<file path="config.mk">
export PLATFORM = sky130hd
export DESIGN_NAME = fetch_top
export DESIGN_NICKNAME = d
export VERILOG_FILES = /design/src/verilog/fetch_pkg.sv /design/src/verilog/trap_vector_regs.sv /design/src/verilog/prefetch_buffer.sv /design/src/verilog/if_stage.sv /design/src/verilog/fetch_top.sv
export VERILOG_INCLUDE_DIRS = /design/src /design/src/verilog
export SDC_FILE = /design/constraint.sdc
export NUM_CORES = 1
export LEC_CHECK = 0
export BUFFER_PORTS_ARGS = -buffer_cell sky130_fd_sc_hd__clkbuf_2
export CAP_MARGIN = 20
export CORE_MARGIN = 10
export CORE_UTILIZATION = 62
export DETAILED_ROUTE_END_ITERATION = 7
export PLACE_DENSITY = 0.82
export SYNTH_ARGS = -nofsm -noshare
export SYNTH_HDL_FRONTEND = slang
export SYNTH_SLANG_ARGS = --single-unit
</file>
<file path="constraint.sdc">
create_clock -name clk -period 6.8 [get_ports clk]
set_input_delay 0.34 -clock clk [delete_from_list [all_inputs] [get_ports clk]]
set_output_delay 0.34 -clock clk [all_outputs]
set_load 0.02 [all_outputs]
</file>
<file path="src/verilog/fetch_params.svh">
// fetch subsystem constants, included by the modules that size buffers or reset trap vectors
`ifndef FETCH_PARAMS_SVH
`define FETCH_PARAMS_SVH

// ------------------------------------------------------------
// prefetch buffer
// ------------------------------------------------------------

// words held in the queue plus words still in flight
`define FETCH_BUF_DEPTH 4

// ------------------------------------------------------------
// reset values of the trap vector registers
// ------------------------------------------------------------

// all addresses are word aligned, low bits dropped on storage
`define FETCH_BOOT_ADDR   32'h0000_0080
`define FETCH_MTVEC_RST   32'h0000_1000
`define FETCH_UTVEC_RST   32'h0000_2000
`define FETCH_DM_HALT_RST 32'h0000_0800

// instruction memory answers with an error from here upward
`define FETCH_ERR_BASE    32'h0008_0000

`endif

</file>
<file path="src/verilog/fetch_pkg.sv">
// shared fetch types, imported by the fetch RTL and its testbench
`default_nettype none

package fetch_pkg;

  // ------------------------------------------------------------
  // select encodings
  // ------------------------------------------------------------

  // next pc source
  typedef enum logic [3:0] {
    PC_BOOT      = 4'd0,
    PC_JUMP      = 4'd1,
    PC_BRANCH    = 4'd2,
    PC_EXCEPTION = 4'd3,
    PC_MRET      = 4'd4,
    PC_DRET      = 4'd5,
    PC_FENCEI    = 4'd6,
    PC_HWLOOP    = 4'd7
  } pc_mux_e;

  // handler kind when pc_mux selects the exception pc
  typedef enum logic [1:0] {
    EXC_PC_EXCEPTION = 2'd0,
    EXC_PC_IRQ       = 2'd1,
    EXC_PC_DBG       = 2'd2
  } exc_pc_mux_e;

  // privilege mode picks the trap base
  typedef enum logic {
    TRAP_MACHINE = 1'b0,
    TRAP_USER    = 1'b1
  } trap_mode_e;

  // config port register select
  typedef enum logic [1:0] {
    CFG_MTVEC  = 2'd0,
    CFG_UTVEC  = 2'd1,
    CFG_BOOT   = 2'd2,
    CFG_DMHALT = 2'd3
  } cfg_addr_e;

  // ------------------------------------------------------------
  // bundles
  // ------------------------------------------------------------

  // bases keep [31:8], boot and halt keep [31:2]
  typedef struct packed {
    logic [23:0] m_base;
    logic [23:0] u_base;
    logic [29:0] boot;
    logic [29:0] dm_halt;
  } trap_cfg_t;

  // redirect request from the controller
  typedef struct packed {
    logic        pc_set;
    pc_mux_e     pc_mux;
    exc_pc_mux_e exc_pc_mux;
    trap_mode_e  trap_mode;
    logic [5:0]  irq_id;
  } redirect_t;

  // one fetched word tagged with its address
  typedef struct packed {
    logic [31:0] rdata;
    logic [31:0] addr;
    logic        err;
  } fetch_entry_t;

  // IF/ID pipeline register contents
  typedef struct packed {
    logic        valid;
    logic [31:0] rdata;
    logic [31:0] addr;
    logic        fetch_failed;
  } id_out_t;

endpackage

`default_nettype wire

</file>
<file path="src/verilog/trap_vector_regs.sv">
// writable trap base, boot and debug halt registers feeding the IF stage address muxes
`timescale 1ns/1ps
`default_nettype none
`include "fetch_params.svh"

module trap_vector_regs
  import fetch_pkg::*;
(
  input  logic        clk,
  input  logic        rst_n,
  input  logic        cfg_we_i,
  input  cfg_addr_e   cfg_addr_i,
  input  logic [31:0] cfg_wdata_i,
  output trap_cfg_t   trap_cfg_o
);

  // full reset words, sliced below to the stored bits
  localparam logic [31:0] MTVEC_RST   = `FETCH_MTVEC_RST;
  localparam logic [31:0] UTVEC_RST   = `FETCH_UTVEC_RST;
  localparam logic [31:0] BOOT_RST    = `FETCH_BOOT_ADDR;
  localparam logic [31:0] DM_HALT_RST = `FETCH_DM_HALT_RST;

  trap_cfg_t cfg_q;

  // write lands at the edge closing the strobe cycle
  always_ff @(posedge clk or negedge rst_n) begin
    if (!rst_n) begin
      cfg_q.m_base  <= MTVEC_RST[31:8];
      cfg_q.u_base  <= UTVEC_RST[31:8];
      cfg_q.boot    <= BOOT_RST[31:2];
      cfg_q.dm_halt <= DM_HALT_RST[31:2];
    end else if (cfg_we_i) begin
      case (cfg_addr_i)
        // trap bases are 256 byte aligned
        CFG_MTVEC:  cfg_q.m_base  <= cfg_wdata_i[31:8];
        CFG_UTVEC:  cfg_q.u_base  <= cfg_wdata_i[31:8];
        // boot and halt are word aligned
        CFG_BOOT:   cfg_q.boot    <= cfg_wdata_i[31:2];
        CFG_DMHALT: cfg_q.dm_halt <= cfg_wdata_i[31:2];
        default:    cfg_q         <= cfg_q;
      endcase
    end
  end

  assign trap_cfg_o = cfg_q;

endmodule

`default_nettype wire

</file>
<file path="src/verilog/prefetch_buffer.sv">
// prefetch buffer between the IF stage and instruction memory, req/gnt/rvalid on the memory side
`timescale 1ns/1ps
`default_nettype none
`include "fetch_params.svh"

module prefetch_buffer
  import fetch_pkg::*;
(
  input  logic         clk,
  input  logic         rst_n,
  input  logic         req_i,
  input  logic         branch_i,
  input  logic [31:0]  branch_addr_i,
  input  logic         pop_i,
  output logic         entry_valid_o,
  output fetch_entry_t entry_o,
  output logic         instr_req_o,
  output logic [31:0]  instr_addr_o,
  input  logic         instr_gnt_i,
  input  logic         instr_rvalid_i,
  input  logic [31:0]  instr_rdata_i,
  input  logic         instr_err_i,
  output logic         busy_o
);

  localparam int DEPTH = `FETCH_BUF_DEPTH;
  localparam int PW    = (DEPTH > 1) ? $clog2(DEPTH) : 1;
  localparam int CW    = $clog2(DEPTH + 1);

  // ------------------------------------------------------------
  // state
  // ------------------------------------------------------------

  logic          started_q;
  logic          hang_q;
  logic          pend_q;
  logic [31:0]   fetch_addr_q;
  logic [31:0]   pend_addr_q;
  logic [31:0]   rsp_addr_q;
  logic [CW-1:0] out_cnt_q;
  logic [CW-1:0] out_cnt_n;
  logic [CW-1:0] drop_cnt_q;
  logic [CW-1:0] drop_cnt_n;
  logic [CW-1:0] count_q;
  logic [PW-1:0] rd_ptr_q;
  logic [PW-1:0] wr_ptr_q;
  logic [CW:0]   level;
  logic          space;
  logic          gnt;
  logic          resp_drop;
  logic          push;
  logic          pop;

  fetch_entry_t  mem [DEPTH];

  // in flight words (stale ones too) plus stored words bound the queue
  assign level = out_cnt_q + count_q;
  assign space = level < DEPTH;

  // an ungranted request stays up with its address until accepted
  assign instr_req_o  = hang_q | (started_q & req_i & space);
  assign instr_addr_o = fetch_addr_q;
  assign gnt          = instr_req_o & instr_gnt_i;

  // responses of requests granted before a redirect are swallowed
  assign resp_drop = instr_rvalid_i & (drop_cnt_q != '0);
  assign push      = instr_rvalid_i & ~resp_drop & ~branch_i;
  assign pop       = pop_i & (count_q != '0);

  always_comb begin
    out_cnt_n = out_cnt_q + CW'(gnt) - CW'(instr_rvalid_i);
    if (branch_i) begin
      // everything still in flight after this edge is stale
      drop_cnt_n = out_cnt_n;
    end else begin
      // a hanging pre-redirect request becomes stale once granted
      drop_cnt_n = drop_cnt_q + CW'(gnt & pend_q) - CW'(resp_drop);
    end
  end

  // ------------------------------------------------------------
  // control and address tracking
  // ------------------------------------------------------------

  always_ff @(posedge clk or negedge rst_n) begin
    if (!rst_n) begin
      started_q    <= 1'b0;
      hang_q       <= 1'b0;
      pend_q       <= 1'b0;
      fetch_addr_q <= '0;
      pend_addr_q  <= '0;
      rsp_addr_q   <= '0;
      out_cnt_q    <= '0;
      drop_cnt_q   <= '0;
      count_q      <= '0;
      rd_ptr_q     <= '0;
      wr_ptr_q     <= '0;
    end else begin
      hang_q     <= instr_req_o & ~instr_gnt_i;
      out_cnt_q  <= out_cnt_n;
      drop_cnt_q <= drop_cnt_n;
      if (branch_i) begin
        started_q  <= 1'b1;
        rsp_addr_q <= branch_addr_i;
        count_q    <= '0;
        rd_ptr_q   <= '0;
        wr_ptr_q   <= '0;
        if (instr_req_o & ~instr_gnt_i) begin
          // old address must hold until its grant
          pend_q      <= 1'b1;
          pend_addr_q <= branch_addr_i;
        end else begin
          pend_q       <= 1'b0;
          fetch_addr_q <= branch_addr_i;
        end
      end else begin
        if (gnt) begin
          if (pend_q) begin
            fetch_addr_q <= pend_addr_q;
            pend_q       <= 1'b0;
          end else begin
            fetch_addr_q <= fetch_addr_q + 32'd4;
          end
        end
        if (push) begin
          wr_ptr_q   <= wr_ptr_q + 1'b1;
          rsp_addr_q <= rsp_addr_q + 32'd4;
        end
        if (pop) begin
          rd_ptr_q <= rd_ptr_q + 1'b1;
        end
        count_q <= count_q + CW'(push) - CW'(pop);
      end
    end
  end

  // word storage, tag taken from the running response address
  always_ff @(posedge clk) begin
    if (push) begin
      mem[wr_ptr_q] <= '{rdata: instr_rdata_i, addr: rsp_addr_q, err: instr_err_i};
    end
  end

  assign entry_valid_o = count_q != '0;
  assign entry_o       = mem[rd_ptr_q];
  assign busy_o        = instr_req_o | (out_cnt_q != '0);

endmodule

`default_nettype wire

</file>
<file path="src/verilog/if_stage.sv">
// IF stage with next pc and exception pc selection, the issue FSM and the IF/ID register, used in fetch_top
`timescale 1ns/1ps
`default_nettype none

module if_stage
  import fetch_pkg::*;
(
  input  logic         clk,
  input  logic         rst_n,
  input  logic         req_i,
  input  trap_cfg_t    trap_cfg_i,
  input  redirect_t    redirect_i,
  input  logic [31:0]  jump_target_i,
  input  logic [31:0]  branch_target_i,
  input  logic [31:0]  epc_i,
  input  logic [31:0]  depc_i,
  input  logic [31:0]  hwloop_target_i,
  input  logic         halt_i,
  input  logic         id_ready_i,
  input  logic         entry_valid_i,
  input  fetch_entry_t entry_i,
  output logic         branch_o,
  output logic [31:0]  branch_addr_o,
  output logic         pop_o,
  output logic [31:0]  target_o,
  output id_out_t      id_o,
  output logic         imiss_o
);

  typedef enum logic {IDLE, WAIT} state_e;

  state_e      state_q;
  state_e      state_n;
  logic [23:0] trap_base;
  logic [31:0] exc_pc;
  logic [31:0] fetch_addr_n;
  logic [31:0] boot_addr;
  logic        valid;
  logic        if_valid;
  logic        id_valid_q;
  logic        id_failed_q;
  logic [31:0] id_rdata_q;
  logic [31:0] id_addr_q;

  // ------------------------------------------------------------
  // address selection
  // ------------------------------------------------------------

  assign boot_addr = {trap_cfg_i.boot, 2'b00};

  always_comb begin
    trap_base = (redirect_i.trap_mode == TRAP_USER) ? trap_cfg_i.u_base : trap_cfg_i.m_base;
    case (redirect_i.exc_pc_mux)
      // synchronous exceptions share the base
      EXC_PC_EXCEPTION: exc_pc = {trap_base, 8'h00};
      // vectored interrupts get one word per id and lose the top base bit
      EXC_PC_IRQ:       exc_pc = {trap_base[22:0], 1'b0, redirect_i.irq_id, 2'b00};
      EXC_PC_DBG:       exc_pc = {trap_cfg_i.dm_halt, 2'b00};
      default:          exc_pc = {trap_base, 8'h00};
    endcase
  end

  always_comb begin
    case (redirect_i.pc_mux)
      PC_BOOT:      fetch_addr_n = boot_addr;
      PC_JUMP:      fetch_addr_n = jump_target_i;
      PC_BRANCH:    fetch_addr_n = branch_target_i;
      PC_EXCEPTION: fetch_addr_n = exc_pc;
      PC_MRET:      fetch_addr_n = epc_i;
      PC_DRET:      fetch_addr_n = depc_i;
      // refetch after the instruction sitting in ID
      PC_FENCEI:    fetch_addr_n = id_addr_q + 32'd4;
      PC_HWLOOP:    fetch_addr_n = hwloop_target_i;
      default:      fetch_addr_n = boot_addr;
    endcase
  end

  assign target_o = fetch_addr_n;

  // first fetch after req_i starts at the boot address
  assign branch_addr_o = redirect_i.pc_set ? {fetch_addr_n[31:2], 2'b00} : boot_addr;

  // ------------------------------------------------------------
  // issue FSM
  // ------------------------------------------------------------

  always_ff @(posedge clk or negedge rst_n) begin
    if (!rst_n) begin
      state_q <= IDLE;
    end else begin
      state_q <= state_n;
    end
  end

  always_comb begin
    state_n  = state_q;
    branch_o = 1'b0;
    valid    = 1'b0;
    case (state_q)
      IDLE: begin
        if (req_i) begin
          branch_o = 1'b1;
          state_n  = WAIT;
        end
      end
      WAIT: begin
        valid = entry_valid_i;
      end
      default: begin
        state_n = IDLE;
      end
    endcase
    // a redirect wins since the offered entry belongs to the old stream
    if (redirect_i.pc_set) begin
      branch_o = 1'b1;
      valid    = 1'b0;
      state_n  = WAIT;
    end
  end

  assign if_valid = valid & id_ready_i & ~halt_i;
  assign pop_o    = if_valid;
  assign imiss_o  = ~entry_valid_i | branch_o;

  // ------------------------------------------------------------
  // IF/ID register
  // ------------------------------------------------------------

  // ID consumes the held word when ready and not halted
  always_ff @(posedge clk or negedge rst_n) begin
    if (!rst_n) begin
      id_valid_q  <= 1'b0;
      id_failed_q <= 1'b0;
    end else if (redirect_i.pc_set) begin
      id_valid_q <= 1'b0;
    end else if (if_valid) begin
      id_valid_q  <= 1'b1;
      id_failed_q <= entry_i.err;
    end else if (id_ready_i && !halt_i) begin
      id_valid_q <= 1'b0;
    end
  end

  always_ff @(posedge clk) begin
    if (if_valid) begin
      id_rdata_q <= entry_i.rdata;
      id_addr_q  <= entry_i.addr;
    end
  end

  assign id_o = '{valid: id_valid_q, rdata: id_rdata_q, addr: id_addr_q,
                  fetch_failed: id_failed_q};

endmodule

`default_nettype wire

</file>
<file path="src/verilog/fetch_top.sv">
// instruction fetch subsystem top, trap vector registers beside the IF stage and prefetch buffer
`timescale 1ns/1ps
`default_nettype none

module fetch_top
  import fetch_pkg::*;
(
  input  logic        clk,
  input  logic        rst_n,
  // config write port
  input  logic        cfg_we_i,
  input  cfg_addr_e   cfg_addr_i,
  input  logic [31:0] cfg_wdata_i,
  input  logic        req_i,
  // redirect and targets
  input  redirect_t   redirect_i,
  input  logic [31:0] jump_target_i,
  input  logic [31:0] branch_target_i,
  input  logic [31:0] epc_i,
  input  logic [31:0] depc_i,
  input  logic [31:0] hwloop_target_i,
  input  logic        halt_i,
  input  logic        id_ready_i,
  // instruction memory
  output logic        instr_req_o,
  output logic [31:0] instr_addr_o,
  input  logic        instr_gnt_i,
  input  logic        instr_rvalid_i,
  input  logic [31:0] instr_rdata_i,
  input  logic        instr_err_i,
  // decode side and status
  output id_out_t     id_o,
  output logic [31:0] target_o,
  output logic        busy_o,
  output logic        imiss_o
);

  trap_cfg_t    trap_cfg;
  logic         branch;
  logic [31:0]  branch_addr;
  logic         pop;
  logic         entry_valid;
  fetch_entry_t entry;

  trap_vector_regs i_trap_vector_regs (
    .clk        (clk),
    .rst_n      (rst_n),
    .cfg_we_i   (cfg_we_i),
    .cfg_addr_i (cfg_addr_i),
    .cfg_wdata_i(cfg_wdata_i),
    .trap_cfg_o (trap_cfg)
  );

  if_stage i_if_stage (
    .clk            (clk),
    .rst_n          (rst_n),
    .req_i          (req_i),
    .trap_cfg_i     (trap_cfg),
    .redirect_i     (redirect_i),
    .jump_target_i  (jump_target_i),
    .branch_target_i(branch_target_i),
    .epc_i          (epc_i),
    .depc_i         (depc_i),
    .hwloop_target_i(hwloop_target_i),
    .halt_i         (halt_i),
    .id_ready_i     (id_ready_i),
    .entry_valid_i  (entry_valid),
    .entry_i        (entry),
    .branch_o       (branch),
    .branch_addr_o  (branch_addr),
    .pop_o          (pop),
    .target_o       (target_o),
    .id_o           (id_o),
    .imiss_o        (imiss_o)
  );

  prefetch_buffer i_prefetch_buffer (
    .clk           (clk),
    .rst_n         (rst_n),
    .req_i         (req_i),
    .branch_i      (branch),
    .branch_addr_i (branch_addr),
    .pop_i         (pop),
    .entry_valid_o (entry_valid),
    .entry_o       (entry),
    .instr_req_o   (instr_req_o),
    .instr_addr_o  (instr_addr_o),
    .instr_gnt_i   (instr_gnt_i),
    .instr_rvalid_i(instr_rvalid_i),
    .instr_rdata_i (instr_rdata_i),
    .instr_err_i   (instr_err_i),
    .busy_o        (busy_o)
  );

endmodule

`default_nettype wire

</file>
# Yosys cells after proc, flatten, opt, wreduce, memory -nomap -nowiden

Memory sizes are Yosys's and may differ from the RTL's.
Index checks and enable logic that the tools add are counted.

Memories kept: 1
Register bits after elaboration: 287
Bits in writable memories: 260

Memory list:

| memory                | depth | bits a word | read ports | clocked after memory_dff | wr ports | RTL line              | RTL |
|---|---|---|---|---|---|---|---|
| i_prefetch_buffer.mem | 4     | 65          | 1          | 0                        | 1        | prefetch_buffer.sv:54 | `fetch_entry_t mem [DEPTH];` |

Reduce and logical (&&, ||, !) cells: 17
Bitwise operators: 20
$lt $le $gt $ge: 1
Muxes and demuxes: 31
Equal/unequal tests: 13
$add $sub $neg: 12

Operators by type and width:

| kind                                                                  | count |
|---|---|
| 32-bit two-way mux                                                    | 7 |
| 32-bit case mux with 7 select lines                                   | 1 |
| 32-bit by 3-bit adder with 32-bit output, second input constant       | 3 |
| 32-bit case mux with 2 select lines                                   | 1 |
| 24-bit two-way mux                                                    | 1 |
| 4-bit by 3-bit equality test with 1-bit output, second input constant | 4 |
| 1-bit two-way mux                                                     | 15 |
| 2-bit AND reduction                                                   | 7 |
| 3-bit nonzero test                                                    | 4 |
| 1-bit AND                                                             | 11 |
| 3-bit by 1-bit subtractor with 3-bit output                           | 3 |
| 4-bit by 2-bit equality test with 1-bit output, second input constant | 2 |
| 2-bit two-way mux                                                     | 4 |
| 3-bit by 1-bit adder with 3-bit output                                | 2 |
| 2-bit equality test, second input constant                            | 3 |
| 3-bit two-way mux                                                     | 2 |
| 1-bit NOT                                                             | 6 |
| 2-bit nonzero test                                                    | 3 |
| 2-bit by 1-bit adder with 2-bit output, second input constant         | 2 |
| 3-bit by 3-bit adder with 4-bit output                                | 1 |
| 2-bit by 1-bit equality test with 1-bit output, second input constant | 2 |
| 4-bit by 1-bit equality test with 1-bit output, second input constant | 1 |
| 4-bit by 3-bit < comparator with 1-bit output, second input constant  | 1 |
| 3-bit adder                                                           | 1 |
| 5 further kinds                                                       | 7 |

# Logic depth before layout (Yosys ltp)

Gate-level depths: netlist (run 1).

Depth after elaboration: 9
Gate-level depth with buffers: 11

# By module

From an unflattened synthesis (run 1), not the netlist that was laid out.

Cells, all modules: 1883
Area total of the unflattened synthesis: 25484.4 um2

By module, submodules not included:

| module           | cells each | area each (um2) | instances |
|---|---|---|---|
| prefetch_buffer  | 961        | 15502.4         | 1 |
| if_stage         | 692        | 5935.7          | 1 |
| trap_vector_regs | 230        | 4046.4          | 1 |

# Least setup slack after synthesis (run 1)

OpenSTA, ideal clock, no wires.

Path type: input to register
Start: in req_i
End: mem i_prefetch_buffer.mem[0][0] (netlist name), enable pin
Setup slack: 3.537 ns
Path buffers: 2
Stages on the path: 5
Arrival time: 2.835 ns
Cell sequence: nor2b_1 -> nor2_1 -> clkbuf_1 -> clkbuf_1 -> and3_1

Cells in the longest elaborated chain, start to end: 7

Ends and longest elaborated chain:

| what                                    | RTL line               | RTL |
|---|---|---|
| from (decl)                             | fetch_top.sv:14        | `input logic req_i,` |
| 1-bit two-way mux                       | if_stage.sv:101        | `if (req_i) begin` |
| 1-bit two-way mux                       | if_stage.sv:99         | `case (state_q)` |
| 1-bit two-way mux                       | if_stage.sv:114        | `if (redirect_i.pc_set) begin` |
| 1-bit NOT                               | prefetch_buffer.sv:67  | `assign push = instr_rvalid_i & ~resp_drop & ~branch_i;` |
| 1-bit AND                               | prefetch_buffer.sv:67  |  |
| 1-bit two-way mux                       | prefetch_buffer.sv:139 | `if (push) begin` |
| 1-bit two-way mux (not written as such) | prefetch_buffer.sv:140 | `mem[wr_ptr_q] <= '{rdata: instr_rdata_i, addr: rsp_addr_q, err: instr_err_i};` |
| to (decl)                               | prefetch_buffer.sv:54  |  |

Every way passes these cells.

# Worst setup path after layout (run 1)

Start: reg i_if_stage.id_addr_q[15]
End: out target_o[31]

Cells in the longest elaborated chain, start to end: 2

Ends and longest elaborated chain:

| what                                     | RTL line        | RTL |
|---|---|---|
| from (decl)                              | if_stage.sv:43  | `logic [31:0] id_addr_q;` |
| from (signal assigned)                   | if_stage.sv:147 | `id_addr_q <= entry_i.addr;` |
| 32-bit by 3-bit adder with 32-bit output | if_stage.sv:72  | `PC_FENCEI: fetch_addr_n = id_addr_q + 32'd4;` |
| 32-bit case mux with 7 select lines      | if_stage.sv:64  | `case (redirect_i.pc_mux)` |
| to (decl)                                | fetch_top.sv:33 | `output logic [31:0] target_o,` |

Every way passes these cells.

==> results of run 1 <==
## per-layer routing
layer  part of all wire  GRT usage
met3              0.099     0.0707
met1               0.35      0.431
met5            0.00074          0
met2               0.48      0.572
met4              0.069      0.217
## placed cells by master, fill, tap and decap left out, types with 17 or more instances in the layout
cell type	n
a221oi_1	20
nor2_1	89
clkbuf_16	52
xnor2_1	34
o211ai_1	28
o21ai_0	95
nor3_1	32
dlygate4sd3_1	34
a21oi_1	78
inv_1	41
dfrtp_1	211
mux2i_1	26
nand2_1	127
clkbuf_2	374
xor2_1	25
buf_4	36
a221o_1	17
edfxtp_1	314
and3_1	29
mux4_2	64
nand4_1	25
ha_1	17
nand3_1	47
mux2_2	129
a22oi_1	23
## worst min path at each step
stage              startpoint                                end  slack [ns]  cells after the start
6_report       cfg_wdata_i[6]   i_trap_vector_regs.trap_cfg_o[4]        0.02                      2
5_1_grt        cfg_wdata_i[6]  i_trap_vector_regs.trap_cfg_o[34]        0.02                      2
4_1_cts        cfg_wdata_i[7]   i_trap_vector_regs.trap_cfg_o[5]        0.01                      2
3_5_place_dp            rst_n  i_trap_vector_regs.trap_cfg_o[32]        0.43                      1
3_3_place_gp            rst_n   i_trap_vector_regs.trap_cfg_o[2]        0.43                      1
2_1_floorplan           rst_n             i_if_stage.id_failed_q        0.04                      0
## cells by family after synthesis
| logic type | count (synthesis) |
|---|---|
| buf+inv | 175 |
| simple gates | 465 |
| compound gates | 446 |
| fa+ha+maj | 20 |
| flops | 531 |
| other cells | 1 |
| mux | 220 |
| xor+xnor | 59 |
## flip-flops by register name (all words and copies together) (netlist names), 2 cells and up
register / flops
i_prefetch_buffer.rd_ptr_q: 2
i_prefetch_buffer.rsp_addr_q: 30
i_prefetch_buffer.out_cnt_q: 3
i_prefetch_buffer.pend_addr_q: 30
i_if_stage.id_rdata_q: 32
i_prefetch_buffer.mem: 252
i_prefetch_buffer.instr_addr_o: 30
i_prefetch_buffer.wr_ptr_q: 2
i_trap_vector_regs.trap_cfg_o: 108
i_if_stage.id_addr_q: 30
i_prefetch_buffer.count_q: 3
i_prefetch_buffer.drop_cnt_q: 3
## layout make-up
cell class / count / area share
flip-flops and latches: 531 / 0.507
clock inverters: 27 / 0.00725
repair buffers: 447 / 0.0856
diodes: 7 / 0.000597
clock buffers: 68 / 0.0488
multi-input cells: 1214 / 0.323
inverters: 45 / 0.00576
well taps: 525 / 0.0224
## synth_stat cells, types with 7 or more instances
cell type,instances
a21o_1,9
mux4_2,64
o31ai_1,13
and4_1,9
a221oi_1,20
o32a_1,7
nor2b_1,16
nand4_1,25
dfrtp_1,213
a221o_1,17
edfxtp_1,314
or3_1,13
or4_1,9
inv_1,42
nand2b_1,16
o22ai_1,10
nor3_1,32
clkbuf_1,91
buf_1,20
a31oi_1,12
buf_2,11
o21ai_1,13
o21ai_0,95
o221ai_1,8
a21oi_1,78
o22a_1,10
and3_1,33
a22o_1,14
nand2_1,127
o21a_1,14
xor2_1,25
xnor2_1,34
a211oi_1,10
o31a_1,7
nor4_1,13
mux2_2,129
ha_1,17
nand3_1,47
o211ai_1,28
nor2_1,92
mux2i_1,27
a22oi_1,23
## stage by stage
stage | hold WS (ns) | instance area [um2] | total power [mW] | util | cells
2_1_floorplan | 0.0444 | 25000 | 5.45 | - | 1920
3_3_place_gp | 0.429 | 27300 | 6.15 | 0.686 | 2726
3_5_place_dp | 0.434 | 27300 | 6.24 | 0.686 | 2726
4_1_cts | 0.0124 | 29300 | 9.02 | 0.736 | 2855
5_1_grt | 0.0174 | 29300 | 9.39 | 0.737 | 2864
6_report | 0.0241 | 29300 | 9.07 | 0.737 | 2864
## power breakdown
group | internal [mW] | switching [mW] | leakage (nW) | total (mW)
clock network | 1.53 | 1.25 | 0.805 | 2.78
logic | 0.775 | 1.16 | 5.17 | 1.94
registers | 3.87 | 0.477 | 5.43 | 4.35
total | 6.18 | 2.89 | 11.4 | 9.07
==> parameters.txt, run 1 <==
Parameter                              Value

Final layout
  Fillcell total ... 2,575
  Footprint of the flip-flops and latches ... 14,900 um2
  Signed area change from the synthesized netlist to the final layout ... 17.3%
  Total area of multi-input combinational cells ... about 9500 um2
  Final net count ... around 2,600
  Fraction of layout instances using a drive strength above 1 ... 0.313

Setup path
  Maximum single-stage delay on the critical path ... 0.82 ns
  Cell with the largest stage delay on the worst path ... or4_1
  Top cell family by delay on the critical path ... simple AND/OR/NAND/NOR gates
  Cell occurring most often along the worst timing path ... or4_1
  CP Launch Type ... flip-flop
  Critical-path cell list ... nand4_1 > or4_1 > or4_1 > a21oi_2 > o22ai_1 > inv_1 > clkbuf_2
  Launch point of the worst reg-to-reg path ... i_if_stage.id_addr_q[15]
  Number of buffer and inverter instances along the worst setup path ... 2
  Data required, critical path ... ~6.5 ns
  Worst reg2reg endpoint ... i_prefetch_buffer.instr_addr_o[28]
  Critical path destination ... target_o[31]
  Crit. path cell count ... 7
  CP Class ... reg2out
  Crit. End Element ... output port
  Depth of the worst register-to-register path ... 6
  Largest fanout on the critical path ... 11
  Launch point of the worst path ... i_if_stage.id_addr_q[15]
  Worst EP arrival ... ~3.8 ns
  Slack of the worst reg-to-reg path ... ~3.1 ns

STA
  Clock tree skew after final layout ... between 0.02 and 0.03 ns
  Setup repair after global routing missed its margin ... no
  Count of pins over their slew limit ... 0
  Post-layout min period ... 4.15 ns
  Actual transition at the worst max-transition pin ... about 1.2 ns
  Part of the cycle the worst path needs ... 0.610
  Final number of hold-violating endpoints ... 0
  Slew HR ... 0.183
  Final number of setup-violating endpoints ... 0
  Peak Freq ... approximately 240 MHz
  Sum of negative setup slack ... 0 ns
  Final worst setup slack ... around 2.7 ns

Placement
  Count of input and output buffers ... 375
  Final weighted congestion of routability-driven global placement ... about 1
  Worst setup timing slack at the placement stage ... around 3.0 ns
  Placed wire-length estimate ... roughly 61 mm

Power and ir drop
  Largest voltage drop on the vdd net ... roughly 0.27 mV
  Cell area power density ... just over 300 nW/um2
  Leakage ... 11.4 nW

Drt
  Final antenna-violating net count ... 0
  Post-route DRC ... 0
  Detailed-route wire length per cell ... 31.1 um
  Total length of routed wires ... a little under 90 mm
  DRC marker count from the first detailed-route iteration ... 2,754
  Via count ... 19,600
  Vias per cell ... a little under 7
  TritonRoute pass-1 iters ... 7

Status
  Status ... finished clean

Clocking
  CTS Hold Bufs ... 34
  TritonCTS clock tree ... built
  Maximum level of the CTS H-tree ... 2
  Root Driver ... clkbuf_16
  CTS sink cnt ... 531
  Max Root-Sink Buffers ... 3
  Clock insertion delay at the later pin of the skew report ... ~0.59 ns
  Number of buffers inserted during clock tree synthesis ... 51
  Number of instances resized during post-cts repair ... 0
  Buffers inserted during post-CTS setup optimization ... 0
  Clock input transition at the sequential cells of the worst setup and hold paths ... roughly 0.070 ns

Global route
  Pin count of the biggest net entering global routing ... between 80 and 90
  Number of antenna violations at the first check in global routing ... 10
  Wire length of the first global-routing pass ... between 100 and 150 mm
  Global router's overall resource usage ... 0.353
  Via count of the first global-routing pass ... approximately 19,000
  Sum of overflow across all layers after global routing ... 0

Yosys
  Register bit total from synthesis ... 531
  Fraction of synthesized cell area taken by the top area cell type ... 0.377
  Post-synthesis adder-cell area fraction ... 0.0109
  Cell area after synthesis ... about 25,000 um2
  Multiplexer share of the synthesized area ... 0.127
  XOR/XNOR Fraction of Synth Area ... 0.0207
  Mean instance size in the synthesized netlist ... around 13 um2
  Most frequently used flop master after synthesis ... edfxtp_1
  Post-synthesis share of cell area spent on and, or, nand and nor gates ... 0.0949
  Post-synth EDFFs ... between 300 and 400
  Cell type contributing the most total cell area after synthesis ... edfxtp_1
  Sequential cell area fraction in the yosys report ... 0.594
  Fraction of the mapped netlist area in compound gates ... 0.124
  Share of synthesized flip-flops with an asynchronous set or reset ... 0.409
  Largest family of logic cells by synthesized area ... multiplexers
  Number of warnings reported in the yosys synthesis log ... 0
  Gate count of the mapped netlist ... about 1,900
  Yosys cell types ... 85
  Top cells by area in the synthesized netlist ... edfxtp_1 38%, dfrtp_1 21%, mux2_2 5.8%, mux4_2 5.8%, nand2_1 1.9%

Floorplanning
  Standard cell core area ... 39,800 um2
  Initial Utilization ... 0.628
  Floorplan die height ... about 220 um
  Row cnt ... 73
  Die Footprint ... between 40,000 and 50,000 um2
  Floorplan die width ... between 200 and 250 um
  Count of boundary I/O pins ... about 380

Job
  Number of maximum-capacitance constraint violations ... 0

Hold path
  Worst Hold Class ... in2reg
Note: power is estimated with default switching activity, not from simulation.
==> inputs of run 2 (changes only) <==
--- a/config.mk
+++ b/config.mk
@@ -9,9 +9,9 @@
 export BUFFER_PORTS_ARGS = -buffer_cell sky130_fd_sc_hd__clkbuf_2
 export CAP_MARGIN = 20
 export CORE_MARGIN = 10
-export CORE_UTILIZATION = 62
+export CORE_UTILIZATION = 52
 export DETAILED_ROUTE_END_ITERATION = 7
-export PLACE_DENSITY = 0.82
+export PLACE_DENSITY = 0.73
 export SYNTH_ARGS = -nofsm -noshare
 export SYNTH_HDL_FRONTEND = slang
 export SYNTH_SLANG_ARGS = --single-unit
==> constraint.sdc (replaced) <==
create_clock -name clk -period 3.6 [get_ports clk]
set_input_delay 0.18 -clock clk [delete_from_list [all_inputs] [get_ports clk]]
set_output_delay 0.18 -clock clk [all_outputs]
set_load 0.02 [all_outputs]
==> run 2 against run 1 <==
  * Register-to-register slack got worse by 2.7 ns
  * Highest routed layer unchanged
  * Largest cell class unchanged
  * Critical endpoint is now target_o[24]
  * Count of clock-buffer cells in the layout unchanged
  * Clock skew is 0.014 ns higher
  * Largest power group unchanged
  * Routed wire length down 4.8%
==> parameters.txt, run 2 (synthesis gave the netlist of run 1 again) <==
Parameter                              Value

Placement
  Count of input and output buffers ... 375 (unchanged)
  Final weighted congestion of routability-driven global placement ... 0.979 (-1.6%)
  Placed wire-length estimate ... 62.0 mm (+1.5%)
  # placed instances ... 2,862 (+5.0%)
  Worst setup timing slack at the placement stage ... 0.339 ns (-2.67 ns)

STA
  Part of the cycle the worst path needs ... 0.977
  Final worst setup slack ... 0.0820 ns (-2.57 ns)
  Sum of negative setup slack ... 0 ns (unchanged)
  Final number of setup-violating endpoints ... 0 (unchanged)
  Clock tree skew after final layout ... 0.0416 ns (+0.0140 ns)
  Post-layout min period ... between 3 and 4 ns
  Actual transition at the worst max-transition pin ... 1.08 ns (-0.145 ns)
  Setup repair after global routing missed its margin ... no
  Peak Freq ... 284 MHz
  Slew HR ... 0.279 (+0.0965)
  Count of pins over their slew limit ... 0 (unchanged)
  Final number of hold-violating endpoints ... 0 (unchanged)

Power and ir drop
  Part of the power in registers ... 0.468 (-0.012)
  Clock power frac ... 0.321 (+0.015)
  Largest voltage drop on the vdd net ... 0.406 mV (+50%)
  Switch share ... 0.312 (-0.00665)
  Cell area power density ... 578 nW/um2 (+87%)
  Int Power ... 12.1 mW (+95%)
  Net switching power figure ... 5.47 mW (+89%)
  Combinational Power Share ... 0.210 (-0.004)
  Post-route total power ... 17.5 mW (+93%)
  Leakage ... 11.9 nW (+4.0%)

Global route
  Wire length of the first global-routing pass ... 124 mm (-4.7%)
  Number of antenna violations at the first check in global routing ... 2 (-8)
  Sum of overflow across all layers after global routing ... 0 (unchanged)
  Pin count of the biggest net entering global routing ... 81 (-9.0%)
  Via count of the first global-routing pass ... 19,200 (-0.63%)
  Global router's overall resource usage ... 0.292 (-0.0615)

Clocking
  TritonCTS clock tree ... built
  Max Root-Sink Buffers ... 3 (unchanged)
  Maximum level of the CTS H-tree ... 2 (unchanged)
  Clock input transition at the sequential cells of the worst setup and hold paths ... 0.07 ns (about the same)
  Number of buffers inserted during clock tree synthesis ... 54 (+5.9%)
  Root Driver ... clkbuf_16
  Clock insertion delay at the later pin of the skew report ... 0.63 ns (+0.04 ns)
  CTS sink cnt ... 531 (unchanged)

Drt
  Detailed-route wire length per cell ... 28.0 um (-10%)
  Final antenna-violating net count ... 0 (unchanged)
  Vias per cell ... 6.30 (-7.9%)
  TritonRoute pass-1 iters ... 5 (-2)
  DRC marker count from the first detailed-route iteration ... 1,759 (-36%)
  Via count ... 19,100 (-2.5%)
  Post-route DRC ... 0 (unchanged)
  Total length of routed wires ... 84.8 mm (-4.8%)

Final layout
  Fraction of layout instances using a drive strength above 1 ... 0.322 (+0.00915)
  Leading cell types in the layout, fill and taps excluded ... 374 x clkbuf_2, 314 x edfxtp_1, 211 x dfrtp_1
  Final core utilization ... 0.637 (-0.0996)
  Total area of multi-input combinational cells ... 9500 um2 (+0.26%)
  Footprint of the flip-flops and latches ... 14,900 um2 (unchanged)
  Max reg flops ... 252 (unchanged)
  Register name with the most flops ... i_prefetch_buffer.mem
  Most frequent standard cell in the layout excluding fill and tap cells ... clkbuf_2
  Final net count ... 2,641 (+3.2%)
  Signed area change from the synthesized netlist to the final layout ... 21.4%
  Antenna Cells ... 0 (-7)
  Non-Filler Instances ... 3,033 (+5.9%)
  Fillcell total ... 3,650 (+42%)

Setup path
  Worst EP arrival ... 3.34 ns (-0.47 ns)
  CP Class ... reg2out
  CP Launch Type ... flip-flop
  Data required, critical path ... 3.42 ns (-3.04 ns)
  Crit. End Element ... output port
  Largest fanout on the critical path ... 15 (+4)

Status
  Status ... finished clean

Hold path
  Worst Hold Class ... in2reg

Floorplanning
  Row cnt ... 80 (+9.6%)
  Die Footprint ... 57,300 um2 (+17%)
  Floorplan die height ... 239 um (+8.4%)
  Floorplan die width ... 239 um (+8.4%)
  Count of boundary I/O pins ... 382 (unchanged)
  Initial Utilization ... 0.525 (-0.103)
  Standard cell core area ... 47,600 um2 (+20%)

Job
  Number of maximum-capacitance constraint violations ... 0 (unchanged)
run 2: changes by cell type in the layout (fill, tap and decap cells not counted), sizes merged:
| cell | delta |
|---|---|
| buf | +47 |
| dlygate4sd3 | +34 |
| clkinv | +7 |
| diode | -7 |
| bufinv | +4 |
| clkinvlp | -3 |
| clkbuf | -2 |
| inv | -1 |
run 2: final cells by class:
class,count,share of cell area
tap,615,0.0253
sequential,531,0.490
inverter,45,0.00556
timing repair buffer,526,0.107
clock buffer,68,0.0476
multi-input combinational,1214,0.313
clock inverter,34,0.0118
run 2: per-stage QoR:
step | hold slack (ns) | cell area, um2
after floorplan | -0.116 | 25000
after global placement | 0.287 | 27800
after detailed placement | 0.284 | 27800
after CTS | 0.0927 | 30300
after global routing | 0.125 | 30400
final | 0.108 | 30400
run 2: critical path, cell delays in order (launching register included):
cell,delay [ns]
edfxtp_1,0.44
nand4_1,0.17
buf_4,0.20
or4_4,0.66
or4_1,0.52
a21oi_2,0.29
o32a_1,0.24
clkbuf_2,0.19
run 2: repair_timing:
action                                  in CTS  in global routing
resized for setup                            3                  3
setup buffers                                0                  1
endpoints found under the setup margin       5                  8
hold buffers                                68                  0
pin swaps                                    0                  1
cloned                                       0                  0
endpoints found under the hold margin      319                  0
run 2: path summary, 6_finish.rpt:
kind,startpoint,end,slack (ns),cells after the start
worst max-delay path,i_if_stage.id_addr_q[6],target_o[24],0.08,7
worst min-delay path,id_ready_i,i_prefetch_buffer.rd_ptr_q[0],0.11,5
worst max register to register,i_if_stage.id_addr_q[8],i_prefetch_buffer.rsp_addr_q[19],0.44,6
worst min register to register,i_prefetch_buffer.started_q,i_prefetch_buffer.started_q,0.48,1
max in group asynchronous,rst_n,i_prefetch_buffer.drop_cnt_q[1],2.29,3
min in group asynchronous,rst_n,i_trap_vector_regs.trap_cfg_o[22],0.16,2
run 2: metal layers:
metal  up-vias  part of all wire  global-route usage
met5         -           0.00025                   0
met4         4             0.048               0.133
met3       203             0.092              0.0762
met2      1016              0.48               0.480
met1      9547              0.38               0.355
li1       8330                 -                   -
run 2: power groups by stage:
stage	Sequential [mW]	Combinational, mW	Clock, mW
after floorplan	8.17	2.12	0
after global placement	8.24	3.51	0
after detailed placement	8.29	3.59	0
after CTS	8.19	3.67	5.70
after global routing	8.30	4.01	5.96
final	8.21	3.69	5.63
